## src/verilog/vga_macros.svh

```systemverilog
`ifndef VGA_MACROS_SVH
`define VGA_MACROS_SVH

// coordinate widths
`define VGA_H_WIDTH 12
`define VGA_V_WIDTH 12

// per channel
`define VGA_COLOR_WIDTH 4

// host register port
`define VGA_REG_ADDR_WIDTH 4
`define VGA_REG_DATA_WIDTH 16

`endif
```

## src/verilog/vga_pkg.sv

```systemverilog
`include "vga_macros.svh"

package vga_pkg;

  typedef struct packed {
    logic [`VGA_COLOR_WIDTH-1:0] red;
    logic [`VGA_COLOR_WIDTH-1:0] grn;
    logic [`VGA_COLOR_WIDTH-1:0] blu;
  } pixel_t;

  typedef struct packed {
    logic [`VGA_H_WIDTH-1:0] h_visible;
    logic [`VGA_H_WIDTH-1:0] h_sync_start;
    logic [`VGA_H_WIDTH-1:0] h_sync_end;
    logic [`VGA_H_WIDTH-1:0] h_line_end;    // last x of a line
    logic [`VGA_V_WIDTH-1:0] v_visible;
    logic [`VGA_V_WIDTH-1:0] v_sync_start;
    logic [`VGA_V_WIDTH-1:0] v_sync_end;
    logic [`VGA_V_WIDTH-1:0] v_frame_end;   // last y of a frame
  } video_mode_t;

  typedef struct packed {
    logic gen_enable;
  } vga_ctrl_t;

  // pixel travels with the mode it was generated for
  typedef struct packed {
    pixel_t      pix;
    video_mode_t mode;
  } pix_mode_t;

  localparam logic [`VGA_REG_ADDR_WIDTH-1:0] REG_H_VISIBLE    = 4'd0;
  localparam logic [`VGA_REG_ADDR_WIDTH-1:0] REG_H_SYNC_START = 4'd1;
  localparam logic [`VGA_REG_ADDR_WIDTH-1:0] REG_H_SYNC_END   = 4'd2;
  localparam logic [`VGA_REG_ADDR_WIDTH-1:0] REG_H_LINE_END   = 4'd3;
  localparam logic [`VGA_REG_ADDR_WIDTH-1:0] REG_V_VISIBLE    = 4'd4;
  localparam logic [`VGA_REG_ADDR_WIDTH-1:0] REG_V_SYNC_START = 4'd5;
  localparam logic [`VGA_REG_ADDR_WIDTH-1:0] REG_V_SYNC_END   = 4'd6;
  localparam logic [`VGA_REG_ADDR_WIDTH-1:0] REG_V_FRAME_END  = 4'd7;
  localparam logic [`VGA_REG_ADDR_WIDTH-1:0] REG_CTRL         = 4'd8;
  localparam logic [`VGA_REG_ADDR_WIDTH-1:0] REG_COMMIT       = 4'd9;

endpackage

```

## src/verilog/vga_subsys_top.sv

```systemverilog
`timescale 1ns/1ps
`include "vga_macros.svh"

module vga_subsys_top (
  input  logic                           clk,
  input  logic                           rst_n,

  input  logic                           wr_en,
  input  logic [`VGA_REG_ADDR_WIDTH-1:0] wr_addr,
  input  logic [`VGA_REG_DATA_WIDTH-1:0] wr_data,

  output logic                           vga_hsync,
  output logic                           vga_vsync,
  output vga_pkg::pixel_t                vga_rgb,
  output logic                           vga_error
);
  vga_pkg::video_mode_t mode;
  vga_pkg::vga_ctrl_t   ctrl;
  logic                 pix_valid;
  vga_pkg::pixel_t      pix;
  logic                 pix_ready;

  video_mode_regs regs0 (
    .clk    (clk),
    .rst_n  (rst_n),
    .wr_en  (wr_en),
    .wr_addr(wr_addr),
    .wr_data(wr_data),
    .mode   (mode),
    .ctrl   (ctrl)
  );

  pattern_gen gen0 (
    .clk      (clk),
    .rst_n    (rst_n),
    .mode     (mode),
    .ctrl     (ctrl),
    .pix_valid(pix_valid),
    .pix      (pix),
    .pix_ready(pix_ready)
  );

  pix_vga vga0 (
    .clk      (clk),
    .rst_n    (rst_n),
    .pix_valid(pix_valid),
    .pix      (pix),
    .pix_ready(pix_ready),
    .mode     (mode),
    .vga_hsync(vga_hsync),
    .vga_vsync(vga_vsync),
    .vga_rgb  (vga_rgb),
    .vga_error(vga_error)
  );

endmodule

```

## src/verilog/pix_vga.sv

```systemverilog
`timescale 1ns/1ps
`include "vga_macros.svh"

module pix_vga (
  input  logic                 clk,
  input  logic                 rst_n,

  input  logic                 pix_valid,
  input  vga_pkg::pixel_t      pix,
  output logic                 pix_ready,

  input  vga_pkg::video_mode_t mode,

  output logic                 vga_hsync,
  output logic                 vga_vsync,
  output vga_pkg::pixel_t      vga_rgb,
  output logic                 vga_error
);
  vga_pkg::pix_mode_t      in_bundle;
  vga_pkg::pix_mode_t      sb_data;
  logic                    sb_valid;
  logic                    sb_ready;

  logic                    enabled;
  logic                    en_next;
  logic                    visible;
  logic                    vis_next;

  logic [`VGA_H_WIDTH-1:0] x;
  logic [`VGA_H_WIDTH-1:0] x_next;
  logic [`VGA_H_WIDTH-1:0] x_adv;
  logic [`VGA_V_WIDTH-1:0] y;
  logic [`VGA_V_WIDTH-1:0] y_next;
  logic [`VGA_V_WIDTH-1:0] y_adv;

  assign in_bundle.pix  = pix;
  assign in_bundle.mode = mode;

  skid_buf #(
    .payload_t(vga_pkg::pix_mode_t)
  ) pix_sb (
    .clk      (clk),
    .rst_n    (rst_n),
    .in_valid (pix_valid),
    .in_data  (in_bundle),
    .in_ready (pix_ready),
    .out_valid(sb_valid),
    .out_data (sb_data),
    .out_ready(sb_ready)
  );

  assign en_next = enabled || sb_valid;

  // sticky, starts on the first buffered pixel
  always_ff @(posedge clk) begin
    if (!rst_n) begin
      enabled <= 1'b0;
    end else begin
      enabled <= en_next;
    end
  end

  always_comb begin
    x_next = x;
    y_next = y;
    if (x < sb_data.mode.h_line_end) begin
      x_next = x + 1'b1;
    end else begin
      x_next = '0;
      if (y < sb_data.mode.v_frame_end) begin
        y_next = y + 1'b1;
      end else begin
        y_next = '0;
      end
    end
  end

  always_ff @(posedge clk) begin
    if (!rst_n) begin
      x <= '0;
      y <= '0;
    end else if (enabled) begin
      x <= x_next;
      y <= y_next;
    end
  end

  assign x_adv   = enabled ? x_next : x;           // position in the coming cycle
  assign y_adv   = enabled ? y_next : y;
  assign visible = enabled && (x < sb_data.mode.h_visible) && (y < sb_data.mode.v_visible);

  // ready registered one cycle ahead so the pixel taken is the one shown
  assign vis_next = en_next && (x_adv < sb_data.mode.h_visible)
                    && (y_adv < sb_data.mode.v_visible);

  always_ff @(posedge clk) begin
    if (!rst_n) begin
      sb_ready  <= 1'b0;
      vga_hsync <= 1'b1;
      vga_vsync <= 1'b1;
      vga_rgb   <= '0;
      vga_error <= 1'b0;
    end else begin
      sb_ready  <= vis_next;
      vga_hsync <= !(enabled && x >= sb_data.mode.h_sync_start
                     && x < sb_data.mode.h_sync_end);
      vga_vsync <= !(enabled && y >= sb_data.mode.v_sync_start
                     && y < sb_data.mode.v_sync_end);
      vga_rgb   <= (visible && sb_valid) ? sb_data.pix : '0;
      vga_error <= visible && !sb_valid;           // underflow
    end
  end

endmodule

```

## src/verilog/pattern_gen.sv

```systemverilog
`timescale 1ns/1ps
`include "vga_macros.svh"

module pattern_gen (
  input  logic                 clk,
  input  logic                 rst_n,

  input  vga_pkg::video_mode_t mode,
  input  vga_pkg::vga_ctrl_t   ctrl,

  output logic                 pix_valid,
  output vga_pkg::pixel_t      pix,
  input  logic                 pix_ready
);
  logic [`VGA_H_WIDTH-1:0] px;
  logic [`VGA_V_WIDTH-1:0] py;
  vga_pkg::pixel_t         gen_pix;
  logic                    gen_valid;
  logic                    gen_ready;
  logic                    gen_xfer;

  assign gen_valid = ctrl.gen_enable;
  assign gen_xfer  = gen_valid && gen_ready;

  always_comb begin
    gen_pix.red = px[`VGA_COLOR_WIDTH-1:0];
    gen_pix.grn = py[`VGA_COLOR_WIDTH-1:0];
    gen_pix.blu = '1;                              // keeps every visible pixel nonzero
  end

  // raster walk over the visible area only
  always_ff @(posedge clk) begin
    if (!rst_n) begin
      px <= '0;
      py <= '0;
    end else if (!ctrl.gen_enable) begin
      px <= '0;
      py <= '0;
    end else if (gen_xfer) begin
      if (px + 1'b1 < mode.h_visible) begin
        px <= px + 1'b1;
      end else begin
        px <= '0;
        if (py + 1'b1 < mode.v_visible) begin
          py <= py + 1'b1;
        end else begin
          py <= '0;
        end
      end
    end
  end

  skid_buf #(
    .payload_t(vga_pkg::pixel_t)
  ) pix_sb (
    .clk      (clk),
    .rst_n    (rst_n),
    .in_valid (gen_valid),
    .in_data  (gen_pix),
    .in_ready (gen_ready),
    .out_valid(pix_valid),
    .out_data (pix),
    .out_ready(pix_ready)
  );

endmodule

```

## src/verilog/video_mode_regs.sv

```systemverilog
`timescale 1ns/1ps
`include "vga_macros.svh"

module video_mode_regs (
  input  logic                           clk,
  input  logic                           rst_n,

  input  logic                           wr_en,
  input  logic [`VGA_REG_ADDR_WIDTH-1:0] wr_addr,
  input  logic [`VGA_REG_DATA_WIDTH-1:0] wr_data,

  output vga_pkg::video_mode_t           mode,
  output vga_pkg::vga_ctrl_t             ctrl
);
  vga_pkg::video_mode_t    stage_mode;
  vga_pkg::vga_ctrl_t      stage_ctrl;
  logic [`VGA_H_WIDTH-1:0] wr_h;
  logic [`VGA_V_WIDTH-1:0] wr_v;
  logic                    commit;

  assign wr_h   = wr_data[`VGA_H_WIDTH-1:0];
  assign wr_v   = wr_data[`VGA_V_WIDTH-1:0];
  assign commit = wr_en && (wr_addr == vga_pkg::REG_COMMIT);

  // staging copy, written field by field
  always_ff @(posedge clk) begin
    if (!rst_n) begin
      stage_mode <= '0;
      stage_ctrl <= '0;
    end else if (wr_en) begin
      case (wr_addr)
        vga_pkg::REG_H_VISIBLE:    stage_mode.h_visible    <= wr_h;
        vga_pkg::REG_H_SYNC_START: stage_mode.h_sync_start <= wr_h;
        vga_pkg::REG_H_SYNC_END:   stage_mode.h_sync_end   <= wr_h;
        vga_pkg::REG_H_LINE_END:   stage_mode.h_line_end   <= wr_h;
        vga_pkg::REG_V_VISIBLE:    stage_mode.v_visible    <= wr_v;
        vga_pkg::REG_V_SYNC_START: stage_mode.v_sync_start <= wr_v;
        vga_pkg::REG_V_SYNC_END:   stage_mode.v_sync_end   <= wr_v;
        vga_pkg::REG_V_FRAME_END:  stage_mode.v_frame_end  <= wr_v;
        vga_pkg::REG_CTRL:         stage_ctrl.gen_enable   <= wr_data[0];
        default: ;                                       // commit and unused addresses
      endcase
    end
  end

  // active copy, all fields change together
  always_ff @(posedge clk) begin
    if (!rst_n) begin
      mode <= '0;
      ctrl <= '0;
    end else if (commit) begin
      mode <= stage_mode;
      ctrl <= stage_ctrl;
    end
  end

endmodule

```

## src/verilog/skid_buf.sv

```systemverilog
`timescale 1ns/1ps

module skid_buf #(
  parameter type payload_t = logic
) (
  input  logic     clk,
  input  logic     rst_n,

  input  logic     in_valid,
  input  payload_t in_data,
  output logic     in_ready,

  output logic     out_valid,
  output payload_t out_data,
  input  logic     out_ready
);
  logic     spare_valid;
  payload_t spare_data;
  logic     in_xfer;
  logic     out_free;

  assign in_ready = !spare_valid;                  // registered, no path from out_ready
  assign in_xfer  = in_valid && in_ready;
  assign out_free = !out_valid || out_ready;       // output entry can take a new item

  // control state
  always_ff @(posedge clk) begin
    if (!rst_n) begin
      out_valid   <= 1'b0;
      spare_valid <= 1'b0;
    end else begin
      if (out_free) begin
        if (spare_valid) begin
          out_valid   <= 1'b1;
          spare_valid <= 1'b0;
        end else begin
          out_valid <= in_xfer;
        end
      end else if (in_xfer) begin
        spare_valid <= 1'b1;                         // consumer stalled, park it
      end
    end
  end

  // payload
  always_ff @(posedge clk) begin
    if (out_free) begin
      if (spare_valid) begin
        out_data <= spare_data;
      end else if (in_xfer) begin
        out_data <= in_data;
      end
    end else if (in_xfer) begin
      spare_data <= in_data;
    end
  end

endmodule

```

## config.mk

```make
export PLATFORM = sky130hd
export DESIGN_NAME = vga_subsys_top
export DESIGN_NICKNAME = d
export VERILOG_FILES = /design/src/verilog/vga_pkg.sv /design/src/verilog/vga_subsys_top.sv /design/src/verilog/pix_vga.sv /design/src/verilog/pattern_gen.sv /design/src/verilog/video_mode_regs.sv /design/src/verilog/skid_buf.sv
export VERILOG_INCLUDE_DIRS = /design/src /design/src/verilog
export SDC_FILE = /design/constraint.sdc
export NUM_CORES = 1
export LEC_CHECK = 0
export BUFFER_PORTS_ARGS = -buffer_cell sky130_fd_sc_hd__clkbuf_2
export CAP_MARGIN = 20
export CORE_MARGIN = 4
export CORE_UTILIZATION = 29
export CTS_BUF_LIST = sky130_fd_sc_hd__clkbuf_16
export DETAILED_ROUTE_END_ITERATION = 10
export GPL_TIMING_DRIVEN = 0
export PLACE_DENSITY = 0.46
export RECOVER_POWER = 50
export SLEW_MARGIN = 25
export SYNTH_ARGS = -nofsm -noshare
export SYNTH_HDL_FRONTEND = slang
export SYNTH_SLANG_ARGS = --single-unit
```

## constraint.sdc

```tcl
create_clock -name clk -period 11.3 [get_ports clk]
set_input_delay 2.26 -clock clk [delete_from_list [all_inputs] [get_ports clk]]
set_output_delay 2.26 -clock clk [all_outputs]
set_load 0.03 [all_outputs]
```

# Yosys cells after proc, flatten, opt, wreduce, memory -nomap -nowiden

Cells that the tools add are included.

$add $sub $neg: 4
$lt $le $gt $ge: 12
Equality and inequality tests: 9
Mux-type cells: 13
Bitwise logic cells: 4
Reductions and logical operators: 43

Operators by type and width:

| cell                                          | count |
|---|---|
| 2-to-1 mux 108 bit                            | 2 |
| < comparator 12 bit                           | 10 |
| 2-to-1 mux 12 bit                             | 9 |
| adder 12 x 1 -> 12 bit, second input constant | 4 |
| AND reduction 2 bit                           | 16 |
| >= comparator 12 bit                          | 2 |
| == test 4 x 3 -> 1 bit, second input constant | 4 |
| logical AND 1 bit                             | 13 |
| == test 4 x 2 -> 1 bit, second input constant | 2 |
| == test 4 bit, second input constant          | 2 |
| zero test 1 bit                               | 6 |
| == test 4 x 1 -> 1 bit, second input constant | 1 |
| zero test 4 bit                               | 1 |
| inverter 1 bit                                | 4 |
| nonzero test 2 bit                            | 2 |
| OR reduction 2 bit                            | 2 |
| logical OR 1 bit                              | 3 |
| 2-to-1 mux 1 bit                              | 2 |

Register bits: 484
Input bits: 23
Output and inout bits: 15
Word-level logic and storage cells: 143

# Longest topological paths before layout

Gate-level depths: netlist of run 1.

Depth in word-level cells: 6
Gate-level depth with buffers: 15
Mapped depth without buffers: 14

# Cells and area by module

Synthesis of run 1 repeated with hierarchy kept, for this count alone.

Cells, all modules: 1834
Area total of the unflattened synthesis: 22281.4 um^2

By module, submodules not included:

| module                 | times used | cells an instance | area an instance (um^2) | sequential area each (um^2) |
|---|---|---|---|---|
| skid_buf (vga0.pix_sb) | 1          | 345               | 7898.8                  | 6526.3 |
| video_mode_regs        | 1          | 653               | 6950.4                  | 3883.7 |
| pix_vga                | 1          | 553               | 4473.0                  | 820.8 |
| pattern_gen            | 1          | 236               | 1960.6                  | 480.5 |
| skid_buf (gen0.pix_sb) | 1          | 47                | 998.5                   | 760.7 |

# Least setup slack after synthesis of run 1

Ideal clock, no wire load.

Path type: register to register
Start: register vga0.pix_sb.spare_valid
End: register vga0.pix_sb.spare_data[0] in the netlist's numbering, enable pin
Setup time: 716 ps
Arrival time: 8394 ps
Data required time: 10584 ps
Setup slack: 2190 ps
Stages on the path, launching flop included: 5
Path buffers: 3
Period minus slack after synthesis: 9110 ps
Cells stage by stage: dfxtp_1 > clkbuf_1 > clkbuf_1 > clkbuf_1 > nor3b_1

Word-level cells in the longest chain between the ends: 3

Ends and longest elaborated chain:

| what                                 | line           | text |
|---|---|---|
| from (decl)                          | skid_buf.sv:17 | `logic spare_valid;` |
| from (signal assigned)               | skid_buf.sv:30 | `spare_valid <= 1'b0;` |
| from (signal assigned)               | skid_buf.sv:35 | `spare_valid <= 1'b0;` |
| from (signal assigned)               | skid_buf.sv:40 | `spare_valid <= 1'b1;` |
| zero test 1 bit                      | skid_buf.sv:22 | `assign in_ready = !spare_valid;` |
| logical AND 1 bit                    | skid_buf.sv:23 | `assign in_xfer = in_valid && in_ready;` |
| AND reduction 2 bit (no source line) | -              |  |
| to (signal assigned)                 | skid_buf.sv:54 | `spare_data <= in_data;` |
| to (decl)                            | skid_buf.sv:18 | `payload_t spare_data;` |

Every way passes these cells.
A chain may end at the register's enable or synchronous reset.

# Final worst setup path of run 1

Start: register vga0.pix_sb.spare_valid
End: register vga0.pix_sb.out_data[6] in the netlist's numbering, enable pin

Word-level cells in the longest chain between the ends: 4

Ends and longest elaborated chain:

| what                                     | line           | text |
|---|---|---|
| zero test 1 bit                          | skid_buf.sv:22 |  |
| logical AND 1 bit                        | skid_buf.sv:23 |  |
| nonzero test 2 bit (no source line) (*)  | -              |  |
| AND reduction 2 bit (no source line) (*) | -              |  |
| to (signal assigned)                     | skid_buf.sv:49 | `out_data <= spare_data;` |
| to (signal assigned)                     | skid_buf.sv:51 | `out_data <= in_data;` |
| to (decl)                                | skid_buf.sv:14 | `output payload_t out_data,` |

Every way passes the cells marked *; elsewhere a longest branch is shown, timed or not.

==> summary.md, run 1 <==
| Metric | Value |
|---|---|
| Status | complete, but fails checks |
| Failing checks | capacitance limit, slew limit |
| Worst-path fanout max | 44 |
| Endpoints failing setup | 0 |
| Synth area leaders | edfxtp_1 31%, dfxtp_1 24%, ha_1 8.0%, nand2_1 5.4%, mux2_2 4.7% |
| Initial core utilization | 29.4% |
| Yosys top cell area share | 31.3% |
| Min Tclk post-route | 5.01 ns |
| Finished Layout Cells | 3,091 |
| Die area | 78,500 um^2 |
| Fmax | 200 MHz |
| Placed Instances | 2,989 |
| CTS resizes | 0 |
| TritonCTS Buffers | 54 |
| Synth area leader | edfxtp_1 |
| PnR Total Power | 3.59 mW |
| Post-synth ARST share | 0% |
| Clk slew on worst S/H paths | 0.06 ns |
| Final Hold Fails | 0 |
| Critical path startpoint category | register |
| Crit-path cells | clkbuf_1 > clkbuf_1 > clkbuf_1 > o21a_1 > clkbuf_1 |
| Std cell rows | 99 |
| DRT Wirelength | 57,300 um |
| Clk buf depth | 3 |
| Reg2reg setup slack | 6.29 ns |
| Worst R2R End | vga0.pix_sb.out_data[6]$_DFFE_PP_ |
| Yosys reg bits | 484 |
| Ports | 38 |
| Hold Buf Count CTS | 0 |
| RR Startpoint | vga0.pix_sb.spare_valid$_SDFFE_PP0P_ |
| Share of layout cells above drive strength 1 | 11.4% |
| CTS Root Cell | clkbuf_16 |
| Antenna violations before repair | 1 |
| Final period util | 44.3% |
| CP max stage cell | clkbuf_1 |
| GRT Overall Usage | 14.5% |
| Via density | 4.68 |
| Pwr Density | 146 nW/um^2 |
| Hold depth | 0 |
| First-pass iteration count of the detailed router | 5 |
| P&R area growth vs syn | 14.6% |
| ANT cells | 0 |
| Syn. warnings | 0 |
| P_leak | 9.59 nW |
| Synthesized area per cell | 10.8 um^2 |
| Number of flops mapped to enable cells by yosys | 224 |
| Post-DP HPWL | 40,700 um |
| Final Max Tran Viols | 91 |
| Synth Instances | 1,992 |
| Final Wtd Congestion | 0.810 |
| Vias | 14,500 |
| Design area | 24,600 um^2 |
| Worst-margin pin slew | 2.63 ns |
| Die width | 280 um |
| CTS tree | built |
| RSZ-0062 raised after global routing | no |
| Hold Path Sink | gen0.pix_sb.spare_data[11]$_DFFE_PP_ |
| Largest net degree at the start of global routing | 46 |
| Most common cell after layout, fill and taps aside | nand2_1 |
| Yosys cell types | 73 |
| Port Buf Inserts | 21 |
| Synthesized Nets | 2,153 |
| Mapped cell area | 21,500 um^2 |
| Clk_lat worst skew | 0.62 ns |
| Worst EP required | 11.45 ns |
| Filler Cell Count | 7,431 |
| Max incr delay on CP | 1.92 ns |
| Max-cap viol count | 2 |
| Placed inst area | 23,000 um^2 |
| CTS Sinks | 484 |
| Hold crit path type | register to register |
| First-pass GRT wire length | 87,800 um |
| Nets | 2,247 |
| Max IR drop VDD | 97.8 uV |
| Hold Crit Start | gen0.px[3]$_SDFFE_PN0P_ |
| Most frequent cells in the layout | 310 x nand2_1, 260 x dfxtp_1, 224 x edfxtp_1 |
| Drt wl/cell | 18.5 um |
| Worst Setup Path Type | register to register |
| Max-slew headroom | -75.5% |
| Arrival time at the worst endpoint | 5.16 ns |
| Post-route DRC | 0 |
| Skew final | 0.0402 ns |
| Routed Antenna Nets | 0 |
| Vias in the first global route | 14,500 |
| Most frequent CP cell | clkbuf_1 |
| Worst R2R Path Depth | 5 |
| Chip Height | 280 um |
| DRT iter0 DRCs | 725 |
| Register area share after synthesis | 55.5% |
| Final hold slack | 0.419 ns |
| GRT overflow | 0 |
| Worst Setup End Kind | register |
| H-tree levels | 2 |
| Core Area | 73,200 um^2 |
| Setup TNS | 0 ns |
| Number of setup buffers added after CTS | 0 |
| Top FF cell, synth | dfxtp_1 |
kinds of logic (layout without fill, tap and decap cells):
group                      count (synthesis)  count (layout)  synth area share [%]
AOI/OAI and AO/OA                        323             323                  9.50
xor gates and xnor gates                  33              33                  1.38
adders and majority gates                138             138                  8.04
buffers and inverters                    221             361                  4.08
DFF                                      484             484                  55.5
muxes                                    174             174                  8.63
and+or+nand+nor                          619             619                  12.9
power breakdown:
part | internal, mW | total, mW | switching, mW
Clock | 0.968 | 1.70 | 0.734
Sequential | 1.82 | 1.83 | 0.00417
Combinational | 0.0145 | 0.0649 | 0.0504
synthesized netlist by cell type, drive strengths merged (3+ instances only):
master,instances
o21a,9
edfxtp,224
inv,122
xnor2,16
nor4,7
o21ai,42
or3,3
and3,9
mux2i,84
clkbuf,73
xor2,17
nor2b,8
and4,3
a211oi,6
o21bai,3
o41ai,4
nor2,152
nor3b,9
and2,8
a22o,10
dfxtp,260
nor4b,9
nand2,311
a21oi,158
mux2,90
nor3,21
nand3,37
nand2b,14
ha,138
a221oi,3
buf,26
a211o,4
a21o,38
a32o,15
nand4,19
o221ai,4
a31oi,7
o2111ai,4
metrics by stage:
| stage | utilization (%) | setup WS (ns) |
|---|---|---|
| 6_report | 33.6 | 6.29 |
| 4_1_cts | 33.8 | 6.91 |
| 3_5_place_dp | 31.4 | 6.29 |
| 5_1_grt | 33.6 | 5.84 |
| 3_3_place_gp | 31.1 | -3.52 |
| 2_1_floorplan | - | 2.19 |
worst max-delay path, delay by kind of cell, from the launching register on:
| kind | cells | cell delay, ns |
|---|---|---|
| buf+inv | 4 | 3.42 |
| flops | 1 | 0.31 |
| compound gates | 1 | 0.79 |
final cells by class:
class,count,area (um^2),area share (%)
tap,959,1200,4.87
multi-input combinational,1287,8680,35.2
inverter,122,458,1.86
timing repair buffer,38,198,0.803
sequential,484,11900,48.5
clock inverter,46,329,1.34
buffer,99,428,1.74
clock buffer,56,1400,5.69
flip-flops by register name, indices dropped and copies added, names as in the netlist, 8 cells and up:
register	count
gen0.pix_sb.spare_data	8
vga0.x	12
vga0.vga_rgb	9
gen0.pix_sb.out_data	8
vga0.y	12
vga0.pix_sb.spare_data	104
regs0.mode	96
gen0.py	12
vga0.pix_sb.out_data	104
gen0.px	12
regs0.stage_mode	96
worst max path at each step:
stage | startpoint | to | slack (ns) | depth (start not counted)
floorplan | vga0.pix_sb.spare_valid$_SDFFE_PP0P_ | vga0.pix_sb.spare_data[0]$_DFFE_PP_ | 2.19 | 4
global placement | vga0.pix_sb.spare_valid$_SDFFE_PP0P_ | vga0.pix_sb.spare_data[34]$_DFFE_PP_ | -3.52 | 4
detailed placement | rst_n | vga0.vga_rgb[10]$_SDFF_PN0_ | 6.29 | 6
CTS | rst_n | vga0.vga_rgb[10]$_SDFF_PN0_ | 6.91 | 6
global route | vga0.pix_sb.spare_valid$_SDFFE_PP0P_ | vga0.pix_sb.out_data[7]$_DFFE_PP_ | 5.84 | 5
finish | vga0.pix_sb.spare_valid$_SDFFE_PP0P_ | vga0.pix_sb.out_data[6]$_DFFE_PP_ | 6.29 | 5
routing by layer:
layer | global-route usage, % | routed length, um | vias up
met1 | 19.6 | 26700 | 6942
met5 | 0 | 0 | -
met4 | 4.94 | 1810 | 0
met2 | 24.4 | 26800 | 243
li1 | - | - | 7191
met3 | 1.76 | 1980 | 91
Power figures use the tool's default switching activity.
==> run 2: changes to the inputs <==
clock period = 5.2 ns   (was 11.3 ns; I/O delays follow)
==> run 2 against run 1 <==
The flow still finishes with violations (capacitance limit, slew limit). Combinational power rose by 120%. Critical endpoint is now vga0.sb_ready$_SDFF_PN0_. Register-to-register slack got worse by 5.2 ns. Clock-buffer cell count is 2 higher.
==> summary.md, run 2 (synthesis results as in run 1) <==
| Metric | Value |
|---|---|
| Critical path startpoint category | register |
| Hold Buf Count CTS | 0 |
| Failing checks | capacitance limit, slew limit |
| Filler Cell Count | 7,391 |
| First-pass iteration count of the detailed router | 5 |
| Util after Layout | 33.8% |
| Most frequent cells in the layout | 310 x nand2_1, 260 x dfxtp_1, 224 x edfxtp_1 |
| Initial core utilization | 29.4% |
| RR Startpoint | vga0.x[9]$_SDFF_PN0_ |
| Fmax | 243 MHz |
| CTS resizes | 0 |
| Status | complete, but fails checks |
| Post-route DRC | 0 |
| Vias | 14,500 |
| Clk slew on worst S/H paths | 0.06 ns |
| CTS Root Cell | clkbuf_16 |
| Worst EP required | 5.71 ns |
| Worst Setup Path Type | register to register |
| Reg2reg setup slack | 1.09 ns |
| TritonCTS Buffers | 54 |
| Hold crit path type | register to register |
| Setup crit start | vga0.x[9]$_SDFF_PN0_ |
| Skew final | 0.0204 ns |
| Ports | 38 |
| Die width | 280 um |
| Port Buf Inserts | 21 |
| Clk_lat worst skew | 0.62 ns |
| Std cell rows | 99 |
| Nets | 2,241 |
| Antenna violations before repair | 1 |
| Via density | 4.71 |
| Final period util | 79.1% |
| Chip Height | 280 um |
| CTS Sinks | 484 |
| Worst slack, placed | 1.11 ns |
| Final Max Tran Viols | 9 |
| Min setup slack post-route | 1.09 ns |
| Critical Path End | vga0.sb_ready$_SDFF_PN0_ |
| Routed Antenna Nets | 0 |
| Final Wtd Congestion | 0.811 |
| Max-slew headroom | -6.20% |
| GRT overflow | 0 |
| Largest regs | vga0.pix_sb.out_data x104, vga0.pix_sb.spare_data x104 |
| Worst R2R Path Depth | 14 |
| CTS tree | built |
| P&R area growth vs syn | 15.0% |
| DRT Wirelength | 57,400 um |
| DRT iter0 DRCs | 798 |
| Die area | 78,500 um^2 |
| Worst-margin pin slew | 1.59 ns |
| Worst R2R End | vga0.sb_ready$_SDFF_PN0_ |
| ANT cells | 0 |
| Clk buf depth | 3 |
| Final Hold Fails | 0 |
| Largest net degree at the start of global routing | 40 |
| Sequential cell area | 11,900 um^2 |
| Post-DP HPWL | 40,900 um |
| Arrival time at the worst endpoint | 4.62 ns |
| Footprint of the multi-input gates | 8690 um^2 |
| Endpoints failing setup | 0 |
| First-pass GRT wire length | 87,700 um |
| Pwr Density | 318 nW/um^2 |
| Max-cap viol count | 1 |
| Core Area | 73,200 um^2 |
| P_leak | 9.64 nW |
| Worst Setup End Kind | register |
| H-tree levels | 2 |
| Vias in the first global route | 14,500 |
| GRT Overall Usage | 14.6% |
| RSZ-0062 raised after global routing | no |
| Max IR drop VDD | 206 uV |
| Share of layout cells above drive strength 1 | 11.0% |
| Drt wl/cell | 18.6 um |
| Number of setup buffers added after CTS | 0 |
| Most common cell after layout, fill and taps aside | nand2_1 |
| Min Tclk post-route | 4.11 ns |
| Worst-path fanout max | 10 |
run 2: worst max-delay path, cell delays in order (launching register included):
cell      delay (ns)
dfxtp_1         0.68
ha_1            0.36
nand4_1         0.16
nor2_1          0.07
a211o_1         0.35
a22oi_4         0.44
nor2_4          0.14
buf_2           0.22
a22o_1          0.22
ha_1            0.29
a211oi_1        0.41
inv_1           0.07
o221ai_1        0.19
a41oi_1         0.11
a221oi_1        0.30
run 2: layout make-up:
type                       count  share of cell area (%)
inverter                     122                    1.85
clock inverter                44                    1.26
multi-input combinational   1287                    35.2
sequential                   484                    48.3
timing repair buffer          32                   0.977
tap                          959                    4.85
buffer                        99                    1.74
clock buffer                  58                    5.87
run 2: routing by layer:
metal,vias to the layer above,GRT usage [%],routed length (um)
li1,7188,-,-
met1,6958,19.6,26500
met2,276,24.0,26600
met3,105,2.01,2290
met4,0,5.63,2020
met5,-,0,0
run 2: worst min path at each step:
stage	endpoint	slack [ns]	depth (start not counted)	start
floorplan	gen0.pix_sb.spare_data[11]$_DFFE_PP_	0.40	0	gen0.px[3]$_SDFFE_PN0P_
global placement	gen0.pix_sb.spare_data[11]$_DFFE_PP_	0.42	0	gen0.px[3]$_SDFFE_PN0P_
detailed placement	gen0.pix_sb.spare_data[11]$_DFFE_PP_	0.42	0	gen0.px[3]$_SDFFE_PN0P_
CTS	gen0.pix_sb.spare_data[11]$_DFFE_PP_	0.43	0	gen0.px[3]$_SDFFE_PN0P_
global route	regs0.mode[70]$_SDFFE_PN0P_	0.46	2	regs0.stage_mode[70]$_SDFFE_PN0P_
finish	gen0.pix_sb.spare_data[11]$_DFFE_PP_	0.43	0	gen0.px[3]$_SDFFE_PN0P_
run 2: metrics by stage:
step / TNS (ns) / hold slack, ns / cell area (um^2) / instances / power (mW)
4_1_cts: 0 / 0.429 / 24700 / 3085 / 7.97
3_3_place_gp: -240.23 / 0.417 / 22800 / 2972 / 4.19
6_report: 0 / 0.430 / 24700 / 3085 / 7.86
2_1_floorplan: 0 / 0.403 / 21500 / 1992 / 4.12
5_1_grt: 0 / 0.458 / 24700 / 3085 / 8.14
3_5_place_dp: 0 / 0.415 / 23000 / 2983 / 4.20
run 2: power breakdown:
| group | leakage [nW] | internal (mW) | switching (mW) |
|---|---|---|---|
| logic | 4.63 | 0.0316 | 0.112 |
| registers | 4.06 | 3.96 | 0.00862 |
| clock network | 0.951 | 2.16 | 1.58 |
==> run 3: changes to the inputs <==
PLACE_DENSITY = 0.47   (was 0.46)
clock period = 3.3 ns   (was 5.2 ns; I/O delays follow)
==> run 3 against run 2 <==
The run now ends clean. Register-to-register slack got worse by 1.1 ns. Die area unchanged. Utilization rose by 0.62 points. First-iteration DRC count is 7.5% higher. Worst hold slack got worse by 0.0034 ns. Power rose by 57%. Combinational power rose by 57%. Flip-flop and latch count stayed put. Final cell count increased by 0.29%. Critical path type unchanged.
==> summary.md, run 3 (synthesis results as in run 1) <==
| Metric | Value |
|---|---|
| Worst slack, placed | -0.725 ns |
| Sw Ratio | 21.8% |
| Clk slew on worst S/H paths | 0.06 ns |
| GRT overflow | 0 |
| DRT iter0 DRCs | 858 |
| Pwr Density | 490 nW/um^2 |
| CTS Root Cell | clkbuf_16 |
| WP buf/inv | 1 |
| TritonCTS Buffers | 53 |
| Worst-margin pin slew | 1.13 ns |
| Endpoints failing setup | 0 |
| Nets | 2,252 |
| Arrival time at the worst endpoint | 3.75 ns |
| ANT cells | 0 |
| Std cell rows | 99 |
| Sequential Power Share | 50.6% |
| Final Wtd Congestion | 0.836 |
| GRT Overall Usage | 14.5% |
| Worst EP required | 3.77 ns |
| Cell family with most CP delay | compound AO/OA/AOI/OAI gates |
| Final period util | 99.3% |
| Worst Setup End Kind | register |
| DRT Wirelength | 57,800 um |
| Max incr delay on CP | 0.67 ns |
| Port Buf Inserts | 21 |
| Hold crit path type | register to register |
| Share of layout cells above drive strength 1 | 14.0% |
| Most frequent cells in the layout | 309 x nand2_1, 240 x dfxtp_1, 224 x edfxtp_1 |
| P&R area growth vs syn | 17.1% |
| CTS Sinks | 484 |
| First-pass GRT wire length | 87,700 um |
| Combinational Power Share | 1.8% |
| Antenna violations before repair | 0 |
| Ports | 38 |
| Reg2reg setup slack | 0.02 ns |
| Fmax | 305 MHz |
| Worst Setup Path Type | register to register |
| Via density | 4.69 |
| Post-DP HPWL | 40,600 um |
| Vias in the first global route | 14,500 |
| Vias | 14,500 |
| Crit-path cells | ha_1 > nand3_1 > o21ai_2 > a22oi_4 > buf_6 > a21o_1 > a22o_1 > ha_1 > nand4_1 > nor2_1 > o221ai_2 > a41oi_2 > a221oi_2 |
| Max IR drop VDD | 319 uV |
| Min Tclk post-route | 3.28 ns |
| Worst-path fanout max | 8 |
| Max-cap viol count | 0 |
| Final Max Tran Viols | 0 |
| Largest regs | vga0.pix_sb.out_data x104, vga0.pix_sb.spare_data x104 |
| Critical path startpoint category | register |
| CP max stage cell | dfxtp_1 |
| CTS tree | built |
| First-pass iteration count of the detailed router | 5 |
| Chip Height | 280 um |
| Finished Layout Cells | 3,094 |
| Drt wl/cell | 18.7 um |
| Status | finished, final reports clean |
| Placed Instances | 2,983 |
| Final Hold Fails | 0 |
| Die width | 280 um |
| Skew final | 0.0278 ns |
| Initial core utilization | 29.4% |
| Max-slew headroom | 24.3% |
| Most frequent CP cell | ha_1 |
| Clock Power Share | 47.6% |
| H-tree levels | 2 |
| P_sw | 2.69 mW |
| Routed Antenna Nets | 0 |
| P_leak | 9.72 nW |
| Pint | 9.65 mW |
| PnR Total Power | 12.3 mW |
| Die area | 78,500 um^2 |
| Clk buf depth | 3 |
| Final hold slack | 0.426 ns |
| Hold Buf Count CTS | 0 |
| Min setup slack post-route | 0.0232 ns |
| Post-route DRC | 0 |
| Most common cell after layout, fill and taps aside | nand2_1 |
| RSZ-0062 raised after global routing | yes |
| Largest net degree at the start of global routing | 50 |
| Clk_lat worst skew | 0.61 ns |
| Core Area | 73,200 um^2 |
run 3: cell count changes in the layout (fill, tap and decap cells not counted), moves of 4 or more:
cell,before,now
ha_4,0,5
dfxtp_2,0,10
clkbuf_16,58,54
dfxtp_4,0,10
nand3_1,35,31
dfxtp_1,260,240
buf_2,14,8
clkinv_1,5,10
ha_1,138,132
o21ai_0,38,34
inv_1,143,132
buf_4,3,16
run 3: stage by stage:
step | setup TNS [ns] | area [um^2] | util [%]
floorplan | -52.75 | 21500 | -
global placement | -330.98 | 22800 | 31.2
detailed placement | -7.35 | 23000 | 31.4
CTS | -0.0643 | 25000 | 34.1
global route | -0.104 | 25200 | 34.4
finish | 0 | 25200 | 34.4
run 3: area by class of cell:
type | instances | area, um^2
clock buffers | 54 | 1350
fillers | 7323 | 48000
multi-input cells | 1287 | 9000
repair buffers | 46 | 364
flip-flops and latches | 484 | 12000
well taps | 959 | 1200
plain buffers | 97 | 434
inverters | 122 | 458
clock inverters | 45 | 379
run 3: worst paths after layout:
kind	startpoint	endpoint	depth (start not counted)
worst max-delay path	vga0.x[5]$_SDFF_PN0_	vga0.sb_ready$_SDFF_PN0_	13
worst min-delay path	gen0.px[3]$_SDFFE_PN0P_	gen0.pix_sb.spare_data[11]$_DFFE_PP_	0
worst min register to register	gen0.px[3]$_SDFFE_PN0P_	gen0.pix_sb.spare_data[11]$_DFFE_PP_	0
worst max register to register	vga0.x[5]$_SDFF_PN0_	vga0.sb_ready$_SDFF_PN0_	13
run 3: metal layers:
metal / global-route usage, % / routed length (um)
met2: 25.1 / 27500
met4: 3.82 / 1500
met3: 2.11 / 2060
met5: 0 / 0
met1: 19.1 / 26700
run 3: timing repair:
item | CTS | global route
buffers inserted | 8 | 6
resized for setup | 46 | 39
pin swaps | 13 | 15
setup endpoints to repair | 25 | 17
run 3: power groups by stage:
stage	registers, mW	clock network, mW	logic [mW]
4_1_cts	6.25	6.04	0.231
5_1_grt	6.24	6.28	0.243
6_report	6.24	5.87	0.225
2_1_floorplan	6.38	0	0.118
3_5_place_dp	6.38	0	0.229
3_3_place_gp	6.38	0	0.225
